<file path="src/source/parser_pkg.sv">
package parser_pkg;

    // Flit and sideband widths.
    localparam int FLIT_W   = 512;
    localparam int EMPTY_W  = 6;
    localparam int PKT_ID_W = 10;
    localparam int FLITS_W  = 8;

    // Header field widths.
    localparam int ETH_TYPE_W  = 16;
    localparam int IP_VER_W    = 4;
    localparam int IP_IHL_W    = 4;
    localparam int LEN_W       = 16;
    localparam int IP_PROT_W   = 8;
    localparam int IP_ADDR_W   = 32;
    localparam int PORT_W      = 16;
    localparam int TCP_DO_W    = 4;
    localparam int TCP_FLAGS_W = 9;

    // Protocol constants.
    localparam logic [ETH_TYPE_W-1:0] PROT_ETH      = 16'h0800;
    localparam logic [IP_VER_W-1:0]   IP_V4         = 4'd4;
    localparam logic [IP_IHL_W-1:0]   IHL_PLAIN     = 4'd5;
    localparam logic [IP_PROT_W-1:0]  PROT_TCP      = 8'd6;
    localparam logic [IP_PROT_W-1:0]  PROT_UDP      = 8'd17;
    localparam logic [LEN_W-1:0]      UDP_HDR_BYTES = 16'd8;

    // Low bit of each field inside the first flit.
    localparam int OFS_ETH_TYPE  = 400;
    localparam int OFS_IP_VER    = 396;
    localparam int OFS_IP_IHL    = 392;
    localparam int OFS_IP_LEN    = 368;
    localparam int OFS_IP_PROT   = 320;
    localparam int OFS_IP_SIP    = 272;
    localparam int OFS_IP_DIP_HI = 256;
    localparam int OFS_IP_DIP_LO = 240;
    localparam int OFS_L4_SPORT  = 224;
    localparam int OFS_L4_DPORT  = 208;
    localparam int OFS_TCP_DO    = 140;
    localparam int OFS_TCP_FLAGS = 128;

    // Width of one output record as held in the output buffer.
    localparam int META_REC_W = PKT_ID_W + FLITS_W + IP_PROT_W + LEN_W
                              + 2 * IP_ADDR_W + 2 * PORT_W + TCP_FLAGS_W + 2;

    typedef enum logic [1:0] {CLS_TCP, CLS_UDP, CLS_OTHER} prot_class_e;
    typedef enum logic {PKT_ETH, PKT_PCIE} pkt_flags_e;
    typedef enum logic [1:0] {BUF_EMPTY, BUF_ONE, BUF_TWO} buf_state_e;

endpackage

</file>
<file path="src/source/header_decode.sv">
`timescale 1ns/1ps

module header_decode (
    input  logic                                clk,
    input  logic                                rst,
    input  logic [parser_pkg::FLIT_W-1:0]       in_pkt_data,
    input  logic                                in_pkt_valid,
    input  logic                                in_pkt_sop,
    input  logic                                in_pkt_eop,
    input  logic [parser_pkg::EMPTY_W-1:0]      in_pkt_empty,
    input  logic [parser_pkg::PKT_ID_W-1:0]     in_meta_pkt_id,
    input  logic [parser_pkg::FLITS_W-1:0]      in_meta_flits,
    input  logic                                in_meta_valid,
    output logic                                in_ready,
    output logic                                dec_valid,
    input  logic                                dec_ready,
    output logic [parser_pkg::ETH_TYPE_W-1:0]   dec_eth_type,
    output logic [parser_pkg::IP_VER_W-1:0]     dec_ip_ver,
    output logic [parser_pkg::IP_IHL_W-1:0]     dec_ip_ihl,
    output logic [parser_pkg::LEN_W-1:0]        dec_ip_len,
    output logic [parser_pkg::IP_PROT_W-1:0]    dec_ip_prot,
    output logic [parser_pkg::IP_ADDR_W-1:0]    dec_sip,
    output logic [parser_pkg::IP_ADDR_W-1:0]    dec_dip,
    output logic [parser_pkg::PORT_W-1:0]       dec_sport,
    output logic [parser_pkg::PORT_W-1:0]       dec_dport,
    output logic [parser_pkg::TCP_DO_W-1:0]     dec_tcp_do,
    output logic [parser_pkg::TCP_FLAGS_W-1:0]  dec_tcp_flags,
    output logic [parser_pkg::PKT_ID_W-1:0]     dec_pkt_id,
    output logic [parser_pkg::FLITS_W-1:0]      dec_flits
);
    import parser_pkg::*;

    localparam int DIP_HALF_W = IP_ADDR_W / 2;

    logic beat;
    logic single_flit;

    // The register can take a new beat when empty or when it drains now.
    assign in_ready = !dec_valid || dec_ready;

    assign beat        = in_pkt_valid && in_meta_valid && in_ready;
    assign single_flit = in_pkt_sop && in_pkt_eop;

    // Headers always sit in the first 64 bytes, so in_pkt_empty
    // carries nothing the decoder needs.

    always_ff @(posedge clk) begin
        if (rst) begin
            dec_valid <= 1'b0;
        end else if (beat) begin
            // Multi-flit beats are absorbed and leave the stage empty.
            dec_valid <= single_flit;
        end else if (dec_ready) begin
            dec_valid <= 1'b0;
        end
    end

    always_ff @(posedge clk) begin
        if (beat && single_flit) begin
            dec_eth_type  <= in_pkt_data[OFS_ETH_TYPE +: ETH_TYPE_W];
            dec_ip_ver    <= in_pkt_data[OFS_IP_VER +: IP_VER_W];
            dec_ip_ihl    <= in_pkt_data[OFS_IP_IHL +: IP_IHL_W];
            dec_ip_len    <= in_pkt_data[OFS_IP_LEN +: LEN_W];
            dec_ip_prot   <= in_pkt_data[OFS_IP_PROT +: IP_PROT_W];
            dec_sip       <= in_pkt_data[OFS_IP_SIP +: IP_ADDR_W];
            // Destination address straddles the lane 2 / lane 1 boundary.
            dec_dip       <= {in_pkt_data[OFS_IP_DIP_HI +: DIP_HALF_W],
                              in_pkt_data[OFS_IP_DIP_LO +: DIP_HALF_W]};
            dec_sport     <= in_pkt_data[OFS_L4_SPORT +: PORT_W];
            dec_dport     <= in_pkt_data[OFS_L4_DPORT +: PORT_W];
            dec_tcp_do    <= in_pkt_data[OFS_TCP_DO +: TCP_DO_W];
            dec_tcp_flags <= in_pkt_data[OFS_TCP_FLAGS +: TCP_FLAGS_W];
            dec_pkt_id    <= in_meta_pkt_id;
            dec_flits     <= in_meta_flits;
        end
    end

endmodule

</file>
<file path="src/source/flow_classify.sv">
`timescale 1ns/1ps

module flow_classify (
    input  logic                                clk,
    input  logic                                rst,
    input  logic                                disable_pcie,
    input  logic                                dec_valid,
    output logic                                dec_ready,
    input  logic [parser_pkg::ETH_TYPE_W-1:0]   dec_eth_type,
    input  logic [parser_pkg::IP_VER_W-1:0]     dec_ip_ver,
    input  logic [parser_pkg::IP_IHL_W-1:0]     dec_ip_ihl,
    input  logic [parser_pkg::LEN_W-1:0]        dec_ip_len,
    input  logic [parser_pkg::IP_PROT_W-1:0]    dec_ip_prot,
    input  logic [parser_pkg::IP_ADDR_W-1:0]    dec_sip,
    input  logic [parser_pkg::IP_ADDR_W-1:0]    dec_dip,
    input  logic [parser_pkg::PORT_W-1:0]       dec_sport,
    input  logic [parser_pkg::PORT_W-1:0]       dec_dport,
    input  logic [parser_pkg::TCP_DO_W-1:0]     dec_tcp_do,
    input  logic [parser_pkg::TCP_FLAGS_W-1:0]  dec_tcp_flags,
    input  logic [parser_pkg::PKT_ID_W-1:0]     dec_pkt_id,
    input  logic [parser_pkg::FLITS_W-1:0]      dec_flits,
    output logic                                cls_valid,
    input  logic                                cls_ready,
    output logic [parser_pkg::PKT_ID_W-1:0]     cls_pkt_id,
    output logic [parser_pkg::FLITS_W-1:0]      cls_flits,
    output logic [parser_pkg::IP_PROT_W-1:0]    cls_prot,
    output logic [parser_pkg::LEN_W-1:0]        cls_len,
    output logic [parser_pkg::IP_ADDR_W-1:0]    cls_sip,
    output logic [parser_pkg::IP_ADDR_W-1:0]    cls_dip,
    output logic [parser_pkg::PORT_W-1:0]       cls_sport,
    output logic [parser_pkg::PORT_W-1:0]       cls_dport,
    output logic [parser_pkg::TCP_FLAGS_W-1:0]  cls_tcp_flags,
    output parser_pkg::pkt_flags_e              cls_pkt_flags,
    output logic                                cls_supported
);
    import parser_pkg::*;

    prot_class_e            prot_class;
    logic                   supported;
    logic                   tcp_syn;
    logic [LEN_W-1:0]       ip_hdr_bytes;
    logic [LEN_W-1:0]       l4_hdr_bytes;
    logic [IP_ADDR_W-1:0]   sip;
    logic [PORT_W-1:0]      sport;
    logic [PORT_W-1:0]      dport;
    logic                   load;

    assign dec_ready = !cls_valid || cls_ready;
    assign load      = dec_valid && dec_ready;
    assign tcp_syn   = dec_tcp_flags[1];

    always_comb begin
        case (dec_ip_prot)
            PROT_TCP: prot_class = CLS_TCP;
            PROT_UDP: prot_class = CLS_UDP;
            default:  prot_class = CLS_OTHER;
        endcase

        supported = (dec_eth_type == PROT_ETH) && (dec_ip_ver == IP_V4)
                 && (dec_ip_ihl == IHL_PLAIN) && (prot_class != CLS_OTHER);

        // Header sizes are counted in 32-bit words.
        ip_hdr_bytes = LEN_W'({dec_ip_ihl, 2'b00});
        l4_hdr_bytes = (prot_class == CLS_TCP) ? LEN_W'({dec_tcp_do, 2'b00}) : UDP_HDR_BYTES;

        // New TCP connections and UDP look up on destination only.
        sip   = '0;
        sport = '0;
        dport = '0;
        case (prot_class)
            CLS_TCP: begin
                dport = dec_dport;
                if (!tcp_syn) begin
                    sip   = dec_sip;
                    sport = dec_sport;
                end
            end
            CLS_UDP: dport = dec_dport;
            default: dport = '0;
        endcase
    end

    always_ff @(posedge clk) begin
        if (rst) begin
            cls_valid <= 1'b0;
        end else if (dec_ready) begin
            cls_valid <= dec_valid;
        end
    end

    always_ff @(posedge clk) begin
        if (load) begin
            cls_pkt_id    <= dec_pkt_id;
            cls_flits     <= dec_flits;
            cls_prot      <= dec_ip_prot;
            cls_len       <= dec_ip_len - ip_hdr_bytes - l4_hdr_bytes;
            cls_sip       <= sip;
            cls_dip       <= dec_dip;
            cls_sport     <= sport;
            cls_dport     <= dport;
            cls_tcp_flags <= dec_tcp_flags;
            cls_pkt_flags <= disable_pcie ? PKT_ETH : PKT_PCIE;
            cls_supported <= supported;
        end
    end

endmodule

</file>
<file path="src/source/meta_result.sv">
`timescale 1ns/1ps

module meta_result (
    input  logic                                clk,
    input  logic                                rst,
    input  logic                                cls_valid,
    output logic                                cls_ready,
    input  logic [parser_pkg::PKT_ID_W-1:0]     cls_pkt_id,
    input  logic [parser_pkg::FLITS_W-1:0]      cls_flits,
    input  logic [parser_pkg::IP_PROT_W-1:0]    cls_prot,
    input  logic [parser_pkg::LEN_W-1:0]        cls_len,
    input  logic [parser_pkg::IP_ADDR_W-1:0]    cls_sip,
    input  logic [parser_pkg::IP_ADDR_W-1:0]    cls_dip,
    input  logic [parser_pkg::PORT_W-1:0]       cls_sport,
    input  logic [parser_pkg::PORT_W-1:0]       cls_dport,
    input  logic [parser_pkg::TCP_FLAGS_W-1:0]  cls_tcp_flags,
    input  parser_pkg::pkt_flags_e              cls_pkt_flags,
    input  logic                                cls_supported,
    output logic                                out_meta_valid,
    input  logic                                out_meta_ready,
    output logic [parser_pkg::PKT_ID_W-1:0]     out_pkt_id,
    output logic [parser_pkg::FLITS_W-1:0]      out_flits,
    output logic [parser_pkg::IP_PROT_W-1:0]    out_prot,
    output logic [parser_pkg::LEN_W-1:0]        out_len,
    output logic [parser_pkg::IP_ADDR_W-1:0]    out_sip,
    output logic [parser_pkg::IP_ADDR_W-1:0]    out_dip,
    output logic [parser_pkg::PORT_W-1:0]       out_sport,
    output logic [parser_pkg::PORT_W-1:0]       out_dport,
    output logic [parser_pkg::TCP_FLAGS_W-1:0]  out_tcp_flags,
    output parser_pkg::pkt_flags_e              out_pkt_flags,
    output logic                                out_supported
);
    import parser_pkg::*;

    buf_state_e             state;
    logic [META_REC_W-1:0]  in_rec;
    logic [META_REC_W-1:0]  head_q;
    logic [META_REC_W-1:0]  tail_q;
    logic                   head_flag;
    logic                   push;
    logic                   pop;

    assign in_rec = {cls_pkt_id, cls_flits, cls_prot, cls_len, cls_sip, cls_dip,
                     cls_sport, cls_dport, cls_tcp_flags, cls_pkt_flags, cls_supported};

    // Head entry drives the output record directly.
    assign {out_pkt_id, out_flits, out_prot, out_len, out_sip, out_dip,
            out_sport, out_dport, out_tcp_flags, head_flag, out_supported} = head_q;
    assign out_pkt_flags = pkt_flags_e'(head_flag);

    // Ready depends on buffer state alone.
    assign cls_ready      = (state != BUF_TWO);
    assign out_meta_valid = (state != BUF_EMPTY);

    assign push = cls_valid && cls_ready;
    assign pop  = out_meta_valid && out_meta_ready;

    always_ff @(posedge clk) begin
        if (rst) begin
            state <= BUF_EMPTY;
        end else begin
            case (state)
                BUF_EMPTY: if (push) state <= BUF_ONE;
                BUF_ONE: begin
                    if (push && !pop) begin
                        state <= BUF_TWO;
                    end else if (pop && !push) begin
                        state <= BUF_EMPTY;
                    end
                end
                BUF_TWO: if (pop) state <= BUF_ONE;
                default: state <= BUF_EMPTY;
            endcase
        end
    end

    always_ff @(posedge clk) begin
        case (state)
            BUF_EMPTY: if (push) head_q <= in_rec;
            BUF_ONE: begin
                // Pass-through refill when head leaves in the same cycle.
                if (push && pop) begin
                    head_q <= in_rec;
                end else if (push) begin
                    tail_q <= in_rec;
                end
            end
            BUF_TWO: if (pop) head_q <= tail_q;
            default: ;
        endcase
    end

endmodule

</file>
<file path="src/source/pkt_parser_top.sv">
`timescale 1ns/1ps

module pkt_parser_top (
    input  logic                                clk,
    input  logic                                rst,
    input  logic                                disable_pcie,
    input  logic [parser_pkg::FLIT_W-1:0]       in_pkt_data,
    input  logic                                in_pkt_valid,
    output logic                                in_pkt_ready,
    input  logic                                in_pkt_sop,
    input  logic                                in_pkt_eop,
    input  logic [parser_pkg::EMPTY_W-1:0]      in_pkt_empty,
    input  logic [parser_pkg::PKT_ID_W-1:0]     in_meta_pkt_id,
    input  logic [parser_pkg::FLITS_W-1:0]      in_meta_flits,
    input  logic                                in_meta_valid,
    output logic                                in_meta_ready,
    output logic                                out_meta_valid,
    input  logic                                out_meta_ready,
    output logic [parser_pkg::PKT_ID_W-1:0]     out_pkt_id,
    output logic [parser_pkg::FLITS_W-1:0]      out_flits,
    output logic [parser_pkg::IP_PROT_W-1:0]    out_prot,
    output logic [parser_pkg::LEN_W-1:0]        out_len,
    output logic [parser_pkg::IP_ADDR_W-1:0]    out_sip,
    output logic [parser_pkg::IP_ADDR_W-1:0]    out_dip,
    output logic [parser_pkg::PORT_W-1:0]       out_sport,
    output logic [parser_pkg::PORT_W-1:0]       out_dport,
    output logic [parser_pkg::TCP_FLAGS_W-1:0]  out_tcp_flags,
    output parser_pkg::pkt_flags_e              out_pkt_flags,
    output logic                                out_supported
);
    import parser_pkg::*;

    logic                    in_ready;
    logic                    dec_valid;
    logic                    dec_ready;
    logic [ETH_TYPE_W-1:0]   dec_eth_type;
    logic [IP_VER_W-1:0]     dec_ip_ver;
    logic [IP_IHL_W-1:0]     dec_ip_ihl;
    logic [LEN_W-1:0]        dec_ip_len;
    logic [IP_PROT_W-1:0]    dec_ip_prot;
    logic [IP_ADDR_W-1:0]    dec_sip;
    logic [IP_ADDR_W-1:0]    dec_dip;
    logic [PORT_W-1:0]       dec_sport;
    logic [PORT_W-1:0]       dec_dport;
    logic [TCP_DO_W-1:0]     dec_tcp_do;
    logic [TCP_FLAGS_W-1:0]  dec_tcp_flags;
    logic [PKT_ID_W-1:0]     dec_pkt_id;
    logic [FLITS_W-1:0]      dec_flits;
    logic                    cls_valid;
    logic                    cls_ready;
    logic [PKT_ID_W-1:0]     cls_pkt_id;
    logic [FLITS_W-1:0]      cls_flits;
    logic [IP_PROT_W-1:0]    cls_prot;
    logic [LEN_W-1:0]        cls_len;
    logic [IP_ADDR_W-1:0]    cls_sip;
    logic [IP_ADDR_W-1:0]    cls_dip;
    logic [PORT_W-1:0]       cls_sport;
    logic [PORT_W-1:0]       cls_dport;
    logic [TCP_FLAGS_W-1:0]  cls_tcp_flags;
    pkt_flags_e              cls_pkt_flags;
    logic                    cls_supported;

    // Frame and metadata beats are taken together.
    assign in_pkt_ready  = in_ready;
    assign in_meta_ready = in_ready;

    header_decode decode_i (
        .clk, .rst, .in_pkt_data, .in_pkt_valid, .in_pkt_sop, .in_pkt_eop,
        .in_pkt_empty, .in_meta_pkt_id, .in_meta_flits, .in_meta_valid,
        .in_ready, .dec_valid, .dec_ready, .dec_eth_type, .dec_ip_ver,
        .dec_ip_ihl, .dec_ip_len, .dec_ip_prot, .dec_sip, .dec_dip,
        .dec_sport, .dec_dport, .dec_tcp_do, .dec_tcp_flags, .dec_pkt_id,
        .dec_flits
    );

    flow_classify classify_i (
        .clk, .rst, .disable_pcie, .dec_valid, .dec_ready, .dec_eth_type,
        .dec_ip_ver, .dec_ip_ihl, .dec_ip_len, .dec_ip_prot, .dec_sip,
        .dec_dip, .dec_sport, .dec_dport, .dec_tcp_do, .dec_tcp_flags,
        .dec_pkt_id, .dec_flits, .cls_valid, .cls_ready, .cls_pkt_id,
        .cls_flits, .cls_prot, .cls_len, .cls_sip, .cls_dip, .cls_sport,
        .cls_dport, .cls_tcp_flags, .cls_pkt_flags, .cls_supported
    );

    meta_result result_i (
        .clk, .rst, .cls_valid, .cls_ready, .cls_pkt_id, .cls_flits,
        .cls_prot, .cls_len, .cls_sip, .cls_dip, .cls_sport, .cls_dport,
        .cls_tcp_flags, .cls_pkt_flags, .cls_supported, .out_meta_valid,
        .out_meta_ready, .out_pkt_id, .out_flits, .out_prot, .out_len,
        .out_sip, .out_dip, .out_sport, .out_dport, .out_tcp_flags,
        .out_pkt_flags, .out_supported
    );

endmodule

</file>
<file path="config.mk">
export PLATFORM = sky130hd
export DESIGN_NAME = pkt_parser_top
export DESIGN_NICKNAME = d
export VERILOG_FILES = /design/src/source/parser_pkg.sv /design/src/source/header_decode.sv /design/src/source/flow_classify.sv /design/src/source/meta_result.sv /design/src/source/pkt_parser_top.sv
export SDC_FILE = /design/constraint.sdc
export NUM_CORES = 1
export LEC_CHECK = 0
export BUFFER_PORTS_ARGS = -buffer_cell sky130_fd_sc_hd__buf_2
export CORE_AREA = 2 2 268 270
export CTS_CLUSTER_SIZE = 20
export DETAILED_ROUTE_END_ITERATION = 7
export DIE_AREA = 0 0 270 272
export GPL_ROUTABILITY_DRIVEN = 0
export GPL_TIMING_DRIVEN = 1
export PLACE_DENSITY = 0.53
export SLEW_MARGIN = 20
export SYNTH_ARGS = -nofsm -noshare
export SYNTH_HDL_FRONTEND = slang
export SYNTH_HIERARCHICAL = 1
export SYNTH_SLANG_ARGS = --single-unit
</file>
<file path="constraint.sdc">
create_clock -name clk -period 16.6 [get_ports clk]
set_input_delay 4.15 -clock clk [delete_from_list [all_inputs] [get_ports clk]]
set_output_delay 4.15 -clock clk [all_outputs]
set_load 0.005 [all_outputs]
</file>
==> metrics.md, run 1 <==
| Metric | Value |
|---|---|
| Status | `complete, no violations` |
| Average size of a mapped cell | `22.94 µm²` |
| Total GRT Usage | `between 10 and 15%` |
| Max stage delay on crit path | `approximately 780 ps` |
| DRC Markers | `0` |
| First-pass GRT wire length | `66190 µm` |
| Area Growth Syn to Fin | `22.23%` |
| CP max-delay cell | `buf_4` |
| DR WL met3 | `4447 µm` |
| RSZ-0062 raised after global routing | `false` |
| Area fraction of the dominant cell type after synthesis | `a little over four fifths` |
| Hold Crit Class | `flop to flop` |
| Inserted Clock Buffers | `~70` |
| Post-synth top area cell | `edfxtp_1` |
| CP arrival | `between 6000 and 7000 ps` |
| DR WL/cell | `18.79 µm` |
| Initial drt markers | `470` |
| Initial Util | `31.32%` |
| Synth Flop Type | `edfxtp_1` |
| Drt first pass iters | `4` |
| Slew Limit Headroom | `28.51%` |
| Seq/Total Area, Yosys | `a little over four fifths` |
| Worst-margin pin slew | `1072 ps` |
| Post_cts resized | `0` |
| Share of cells above drive strength 1 | `43.68%` |
| Vias/cell | `4.219` |
| CTS tree | `built` |
| CP max FO | `56` |
| Synth async-reset ratio | `0%` |
| Seq cells post-synth | `about 630` |
| CTS Hold Bufs | `0` |
| Final Setup Violations | `0` |
| Die height | `around 270 µm` |
| CP dominant cell by count | `buf_4` |
| Mapped Cells | `between 900 and 1000` |
| Die area | `approximately 73000 µm²` |
| Port buffer count | `~330` |
| Number of synthesized flops with an enable pin | `622` |
| VDD IR max | `between 70 and 80 µV` |
| Clock Skews | `24.88 ps` |
| M1 WL | `19030 µm` |
| Clk slew on worst S/H paths | `60 ps` |
| Vias in the first global route | `10406` |
| Worst Setup End Kind | `flop` |
| Highest routed layer | `met5` |
| Largest net degree at the start of global routing | `between 70 and 80` |
| Die width | `around 270 µm` |
| Synth unique cells | `45` |
| Pleak | `between 9 and 10 nW` |
| Maxcap violations | `0` |
| Final period utilization | `38.99%` |
| Number of warning messages in the yosys log | `6` |
| Ranking of synthesized cells by area | `edfxtp_1 84%, mux2_4 5.2%, mux2_2 3.7%` |
| DR WL met2 | `between 15000 and 20000 µm` |
| Cell Area, Synth | `between 20000 and 25000 µm²` |
| Htree depth | `3` |
| Final nets | `between 1500 and 2000` |
| Crit path required time | `between 15000 and 20000 ps` |
| Setup Fix Bufs, Post-CTS | `0` |
| Core area | `70750 µm²` |
| PwrDens | `around 120 nW/µm²` |
| Via count | `about 10000` |
| Final Max Slew Viols | `0` |
| Total power | `between 3 and 4 mW` |
| Final Hold Viols | `0` |
| Crit Path Class | `primary input to flop` |
| Antenna viol nets, final | `0` |
| Highest Clock Rate | `roughly 150 MHz` |
| Clock Sinks | `626` |
| Setup TNS | `0 ps` |
| I/O pin count | `around 700` |
| Post-DP HPWL | `27970 µm` |
| CP Cell Sequence | `buf_2, nand2b_1, a32o_4, buf_4, buf_4` |
| Syn_nets | `between 1500 and 2000` |
| Max clock buf depth | `3` |
| Root buffer cell | `clkbuf_16` |
| Initial antenna violation count | `15` |
| Crit path launch type | `primary input` |
| GR Overflow Total | `0` |
| Post-Route WL | `between 40000 and 50000 µm` |
| Clk_lat worst skew | `around 600 ps` |
| Final period demand of the worst path | `roughly 6500 ps` |
| Rows | `between 90 and 100` |
## critical path: cells and delay by family
kind / cells / cell delay [ps]
buffers and inverters: 3 / 1630
AO/OA/AOI/OAI: 1 / 630
AND/OR/NAND/NOR: 1 / 180
## synthesized netlist by cell type (2+ instances only)
| library cell | instances |
|---|---|
| clkbuf_2 | 2 |
| a21oi_1 | 5 |
| inv_1 | 16 |
| or4_1 | 2 |
| a32o_1 | 2 |
| nand4_1 | 2 |
| dfxtp_1 | 4 |
| or2_2 | 2 |
| o21ai_0 | 5 |
| buf_4 | 8 |
| and2_1 | 68 |
| or4_4 | 2 |
| xor2_1 | 4 |
| fa_1 | 4 |
| nand2_1 | 5 |
| or4bb_1 | 2 |
| clkbuf_1 | 5 |
| ha_1 | 7 |
| mux2_2 | 73 |
| edfxtp_1 | 622 |
| buf_12 | 9 |
| nor2_1 | 6 |
| nor4b_1 | 2 |
| nand2b_1 | 4 |
| mux2_4 | 77 |
| nor4_1 | 4 |
| nor3_1 | 4 |
| xnor2_1 | 2 |
| o41ai_1 | 2 |
## cells in the final DEF (no fill, tap or decap), types with 7 or more instances in the layout
| cell type | n |
|---|---|
| buf_4 | 15 |
| and2_1 | 67 |
| clkinv_1 | 13 |
| clkinv_2 | 12 |
| ha_1 | 7 |
| mux2_4 | 77 |
| inv_1 | 16 |
| buf_2 | 334 |
| clkbuf_16 | 71 |
| edfxtp_1 | 622 |
| mux2_2 | 73 |
## per-layer routing
metal  vias up  global-route usage [%]
met5         -                       0
met4        16                   4.313
met3        92                   5.254
met2       337                   18.16
met1      4928                   15.33
li1       4587                       -
## worst paths after layout
| check | slack [ps] | end | startpoint | cells past startpoint |
|---|---|---|---|---|
| hold reg to reg | 420 | classify_i/cls_dip[18] | decode_i/dec_dip[18] | 0 |
| setup reg to reg | 12590 | result_i/head_q[22] | result_i/state[1] | 5 |
| setup / recovery | 10130 | result_i/head_q[22] | out_meta_ready | 5 |
| hold / removal | 420 | classify_i/cls_dip[18] | decode_i/dec_dip[18] | 0 |
## stage by stage
stage / hold slack, ps / setup slack (ps) / instance area, µm² / utilization (%) / cells
detailed placement: 404.5 / 9392 / 24890 / 35.17 / 2240
floorplan: 400.3 / 665.2 / 22160 / - / 966
global route: 422.0 / 9918 / 27080 / 38.28 / 2360
finish: 416.6 / 10130 / 27080 / 38.28 / 2361
global placement: 401.3 / 9439 / 24890 / 35.17 / 2240
CTS: 416.4 / 10040 / 27080 / 38.27 / 2358
## state kept, by name, indices dropped and copies added (netlist names), 32 cells and up
name and count:
decode_i/dec_dip 32, classify_i/cls_sip 32, decode_i/dec_sip 32, result_i/head_q 149
classify_i/cls_dip 32, result_i/tail_q 149
## logic make-up after synthesis
logic type | Yosys count | synth area share [%]
AOI/OAI and AO/OA | 17 | 0.4969
xor gates and xnor gates | 7 | 0.3106
adders and majority gates | 11 | 0.7567
buffers and inverters | 42 | 1.553
DFF | 626 | 84.66
muxes | 150 | 8.928
and+or+nand+nor | 113 | 3.298
## cell type report
type	count	area (µm²)
multi-input cells	298	3092
well taps	950	1189
inverters	17	63.81
flip-flops and latches	626	18760
clock buffers	76	1795
repair buffers	349	1784
diodes	3	7.507
fillers	6487	43670
clock inverters	42	394.1
## report_power, final
part | switching [mW] | total, mW | internal (mW) | leakage, nW
Clock | 0.612 | 1.49 | 0.873 | 1.06
Combinational | 0.0217 | 0.0435 | 0.0217 | 2.69
Sequential | 0.00468 | 1.74 | 1.74 | 5.67
Total | 0.638 | 3.27 | 2.63 | 9.43
Power figures use the tool's default switching activity.
==> run 2, diff against run 1 <==
- PLACE_DENSITY: 0.53 -> 0.51
- clock period: 16.6 -> 6.55 ns (I/O delays scaled with it)
==> run 2 against run 1 <==
  * Power rose to 2.6 times the previous value
  * Clock-buffer cell count increased by 7
  * Setup slack got worse by 7200 ps
  * Sequential share of layout area fell by 0.49 points
  * Via count shrank 1.1%
  * Critical path depth rose by 4
  * Sequential cell count unchanged
  * Wire length shrank 0.75%
  * Clock skew shrank 7.1 ps
  * Largest cell class unchanged
==> metrics.md, run 2 (synthesis results as in run 1) <==
| Metric | Value |
|---|---|
| Setup TNS | `0 ps (unchanged)` |
| Slew Limit Headroom | `34.35% (was 28.51%)` |
| Area Growth Syn to Fin | `23.10% (was 22.23%)` |
| Via count | `9851 (was 9960)` |
| Max clock buf depth | `3 (unchanged)` |
| Share of cells above drive strength 1 | `43.44% (was 43.68%)` |
| I/O pin count | `696 (unchanged)` |
| Worst reg2reg setup slack | `2910 ps (was 12590 ps)` |
| Net switching power figure | `1.648 mW (was 0.6382 mW)` |
| Final period demand of the worst path | `3644 ps` |
| Worst-margin pin slew | `984.7 ps (was 1072 ps)` |
| Clock Skews | `17.79 ps (was 24.88 ps)` |
| Setup Fix Bufs, Post-CTS | `0 (unchanged)` |
| Initial drt markers | `514 (was 470)` |
| R2r startpoint | `decode_i/dec_ip_prot[3] (was result_i/state[1])` |
| Total power | `8.535 mW (was 3.273 mW)` |
| Hold Crit Class | `flop to flop (unchanged)` |
| Worst Setup End Kind | `flop (unchanged)` |
| Port buffer count | `334 (unchanged)` |
| Post-route cell area | `27280 µm² (was 27080 µm²)` |
| Switching Fraction | `19.31% (was 19.50%)` |
| Final Hold Viols | `0 (unchanged)` |
| Clk slew on worst S/H paths | `60 ps (about the same)` |
| CTS Hold Bufs | `0 (unchanged)` |
| Combinational Power Share | `1.3% (about the same)` |
| GR Overflow Total | `0 (unchanged)` |
| CP arrival | `3980 ps (was 6680 ps)` |
| Maxcap violations | `0 (unchanged)` |
| Drt first pass iters | `4 (unchanged)` |
| Total GRT Usage | `11.93% (was 12.01%)` |
| Antenna viol nets, final | `0 (unchanged)` |
| Post-DP HPWL | `27050 µm (was 27970 µm)` |
| Final Max Slew Viols | `0 (unchanged)` |
| Int Power | `6.887 mW (was 2.635 mW)` |
| Dpl ws | `2592 ps (was 9392 ps)` |
| Worst Setup SP | `decode_i/dec_ip_prot[3] (was out_meta_ready)` |
| Core area | `70750 µm² (unchanged)` |
| Die area | `73440 µm² (unchanged)` |
| Post-Route WL | `44040 µm (was 44370 µm)` |
| Largest net degree at the start of global routing | `150 (was 72)` |
| Pleak | `9.501 nW (was 9.429 nW)` |
| Die height | `272 µm (unchanged)` |
| Clk_lat worst skew | `600 ps (about the same)` |
| Share of total power in the clock network | `46.9% (was 45.4%)` |
| Commonest non-fill, non-tap cell in the layout | `edfxtp_1 (unchanged)` |
| Root buffer cell | `clkbuf_16 (unchanged)` |
| CP max FO | `11 (was 56)` |
| Final Setup Violations | `0 (unchanged)` |
| Largest registers | `result_i/head_q (149), result_i/tail_q (149) (unchanged)` |
| VDD IR max | `192.6 µV (was 70.61 µV)` |
| Final worst slack | `2906 ps (was 10130 ps)` |
| Inserted Clock Buffers | `70 (was 69)` |
| DRC Markers | `0 (unchanged)` |
| Seq pwr share | `51.8% (was 53.3%)` |
| Highest Clock Rate | `around 270 MHz` |
| RSZ-0062 raised after global routing | `false (unchanged)` |
| First-pass GRT wire length | `65820 µm (was 66190 µm)` |
| Rows | `98 (unchanged)` |
| DR WL/cell | `18.64 µm (was 18.79 µm)` |
| Clock Sinks | `626 (unchanged)` |
| Vias/cell | `4.171 (was 4.219)` |
| Post_cts resized | `0 (unchanged)` |
| CTS tree | `built (unchanged)` |
| Placed Area | `24910 µm² (was 24890 µm²)` |
| Initial Util | `31.32% (unchanged)` |
| Hold_sp | `decode_i/dec_pkt_id[6] (was decode_i/dec_dip[18])` |
| PwrDens | `312.9 nW/µm² (was 120.8 nW/µm²)` |
| Crit Path Class | `flop to flop (was primary input to flop)` |
| Vias in the first global route | `10325 (was 10406)` |
| Status | `complete, no violations (unchanged)` |
| Die width | `270 µm (unchanged)` |
| Htree depth | `3 (unchanged)` |
| Crit path required time | `6890 ps (was 16810 ps)` |
| Most frequent cells in the layout | `622 x edfxtp_1, 334 x buf_2, 77 x mux2_4 (unchanged)` |
| Crit path launch type | `flop (was primary input)` |
| Final nets | `1914 (was 1916)` |
| Post-Route Utilization | `38.55% (was 38.28%)` |
| Initial antenna violation count | `8 (was 15)` |
| Final period utilization | `55.63%` |
-- run 2: cell count changes in the layout (fill, tap and decap cells not counted), moves of 3 or more --
cell / delta
clkbuf_1: +6
buf_4: -6
buf_12: +3
clkinv_2: -4
bufinv_16: +4
-- run 2: final cells by class --
type	instances	area (µm²)
sequential	626	18760
fill	6498	43470
multi-input combinational	298	3098
antenna	1	2.502
clock inverter	41	523.0
timing repair buffer	346	1799
tap	950	1189
inverter	17	63.81
clock buffer	83	1843
-- run 2: per-layer routing --
layer | vias to the layer above | global-route usage (%) | share of wire [%]
met3 | 73 | 5.633 | 11
li1 | 4580 | - | -
met2 | 336 | 17.77 | 44
met1 | 4852 | 15.23 | 42
met5 | - | 0 | 0.17
met4 | 10 | 4.167 | 1.9
-- run 2: worst max-delay path: stages, from the launching register on --
cell and delay (ps):
edfxtp_1 410, or4_1 670, or3_1 410, fa_1 490, inv_1 40, ha_1 330
o211ai_1 220, a21boi_1 250, or3_4 450, xnor2_2 130
-- run 2: power groups by stage --
stage,logic [mW],registers (mW),clock network (mW)
6_report,0.111,4.42,4.00
4_1_cts,0.115,4.42,4.15
3_5_place_dp,0.114,4.50,0
5_1_grt,0.124,4.42,4.30
2_1_floorplan,0.0328,4.51,0
3_3_place_gp,0.112,4.50,0
-- run 2: per-stage QoR --
step           std cells  hold WS, ps
2_1_floorplan        966        400.3
3_3_place_gp        2237        401.1
3_5_place_dp        2237        404.5
4_1_cts             2361        412.6
5_1_grt             2362        424.7
6_report            2362        411.4
-- run 2: path summary, 6_finish.rpt --
check,cells past startpoint,end
max reg2reg,9,classify_i/cls_len[14]
min,0,classify_i/cls_pkt_id[6]
max,9,classify_i/cls_len[14]
min reg2reg,0,classify_i/cls_pkt_id[6]
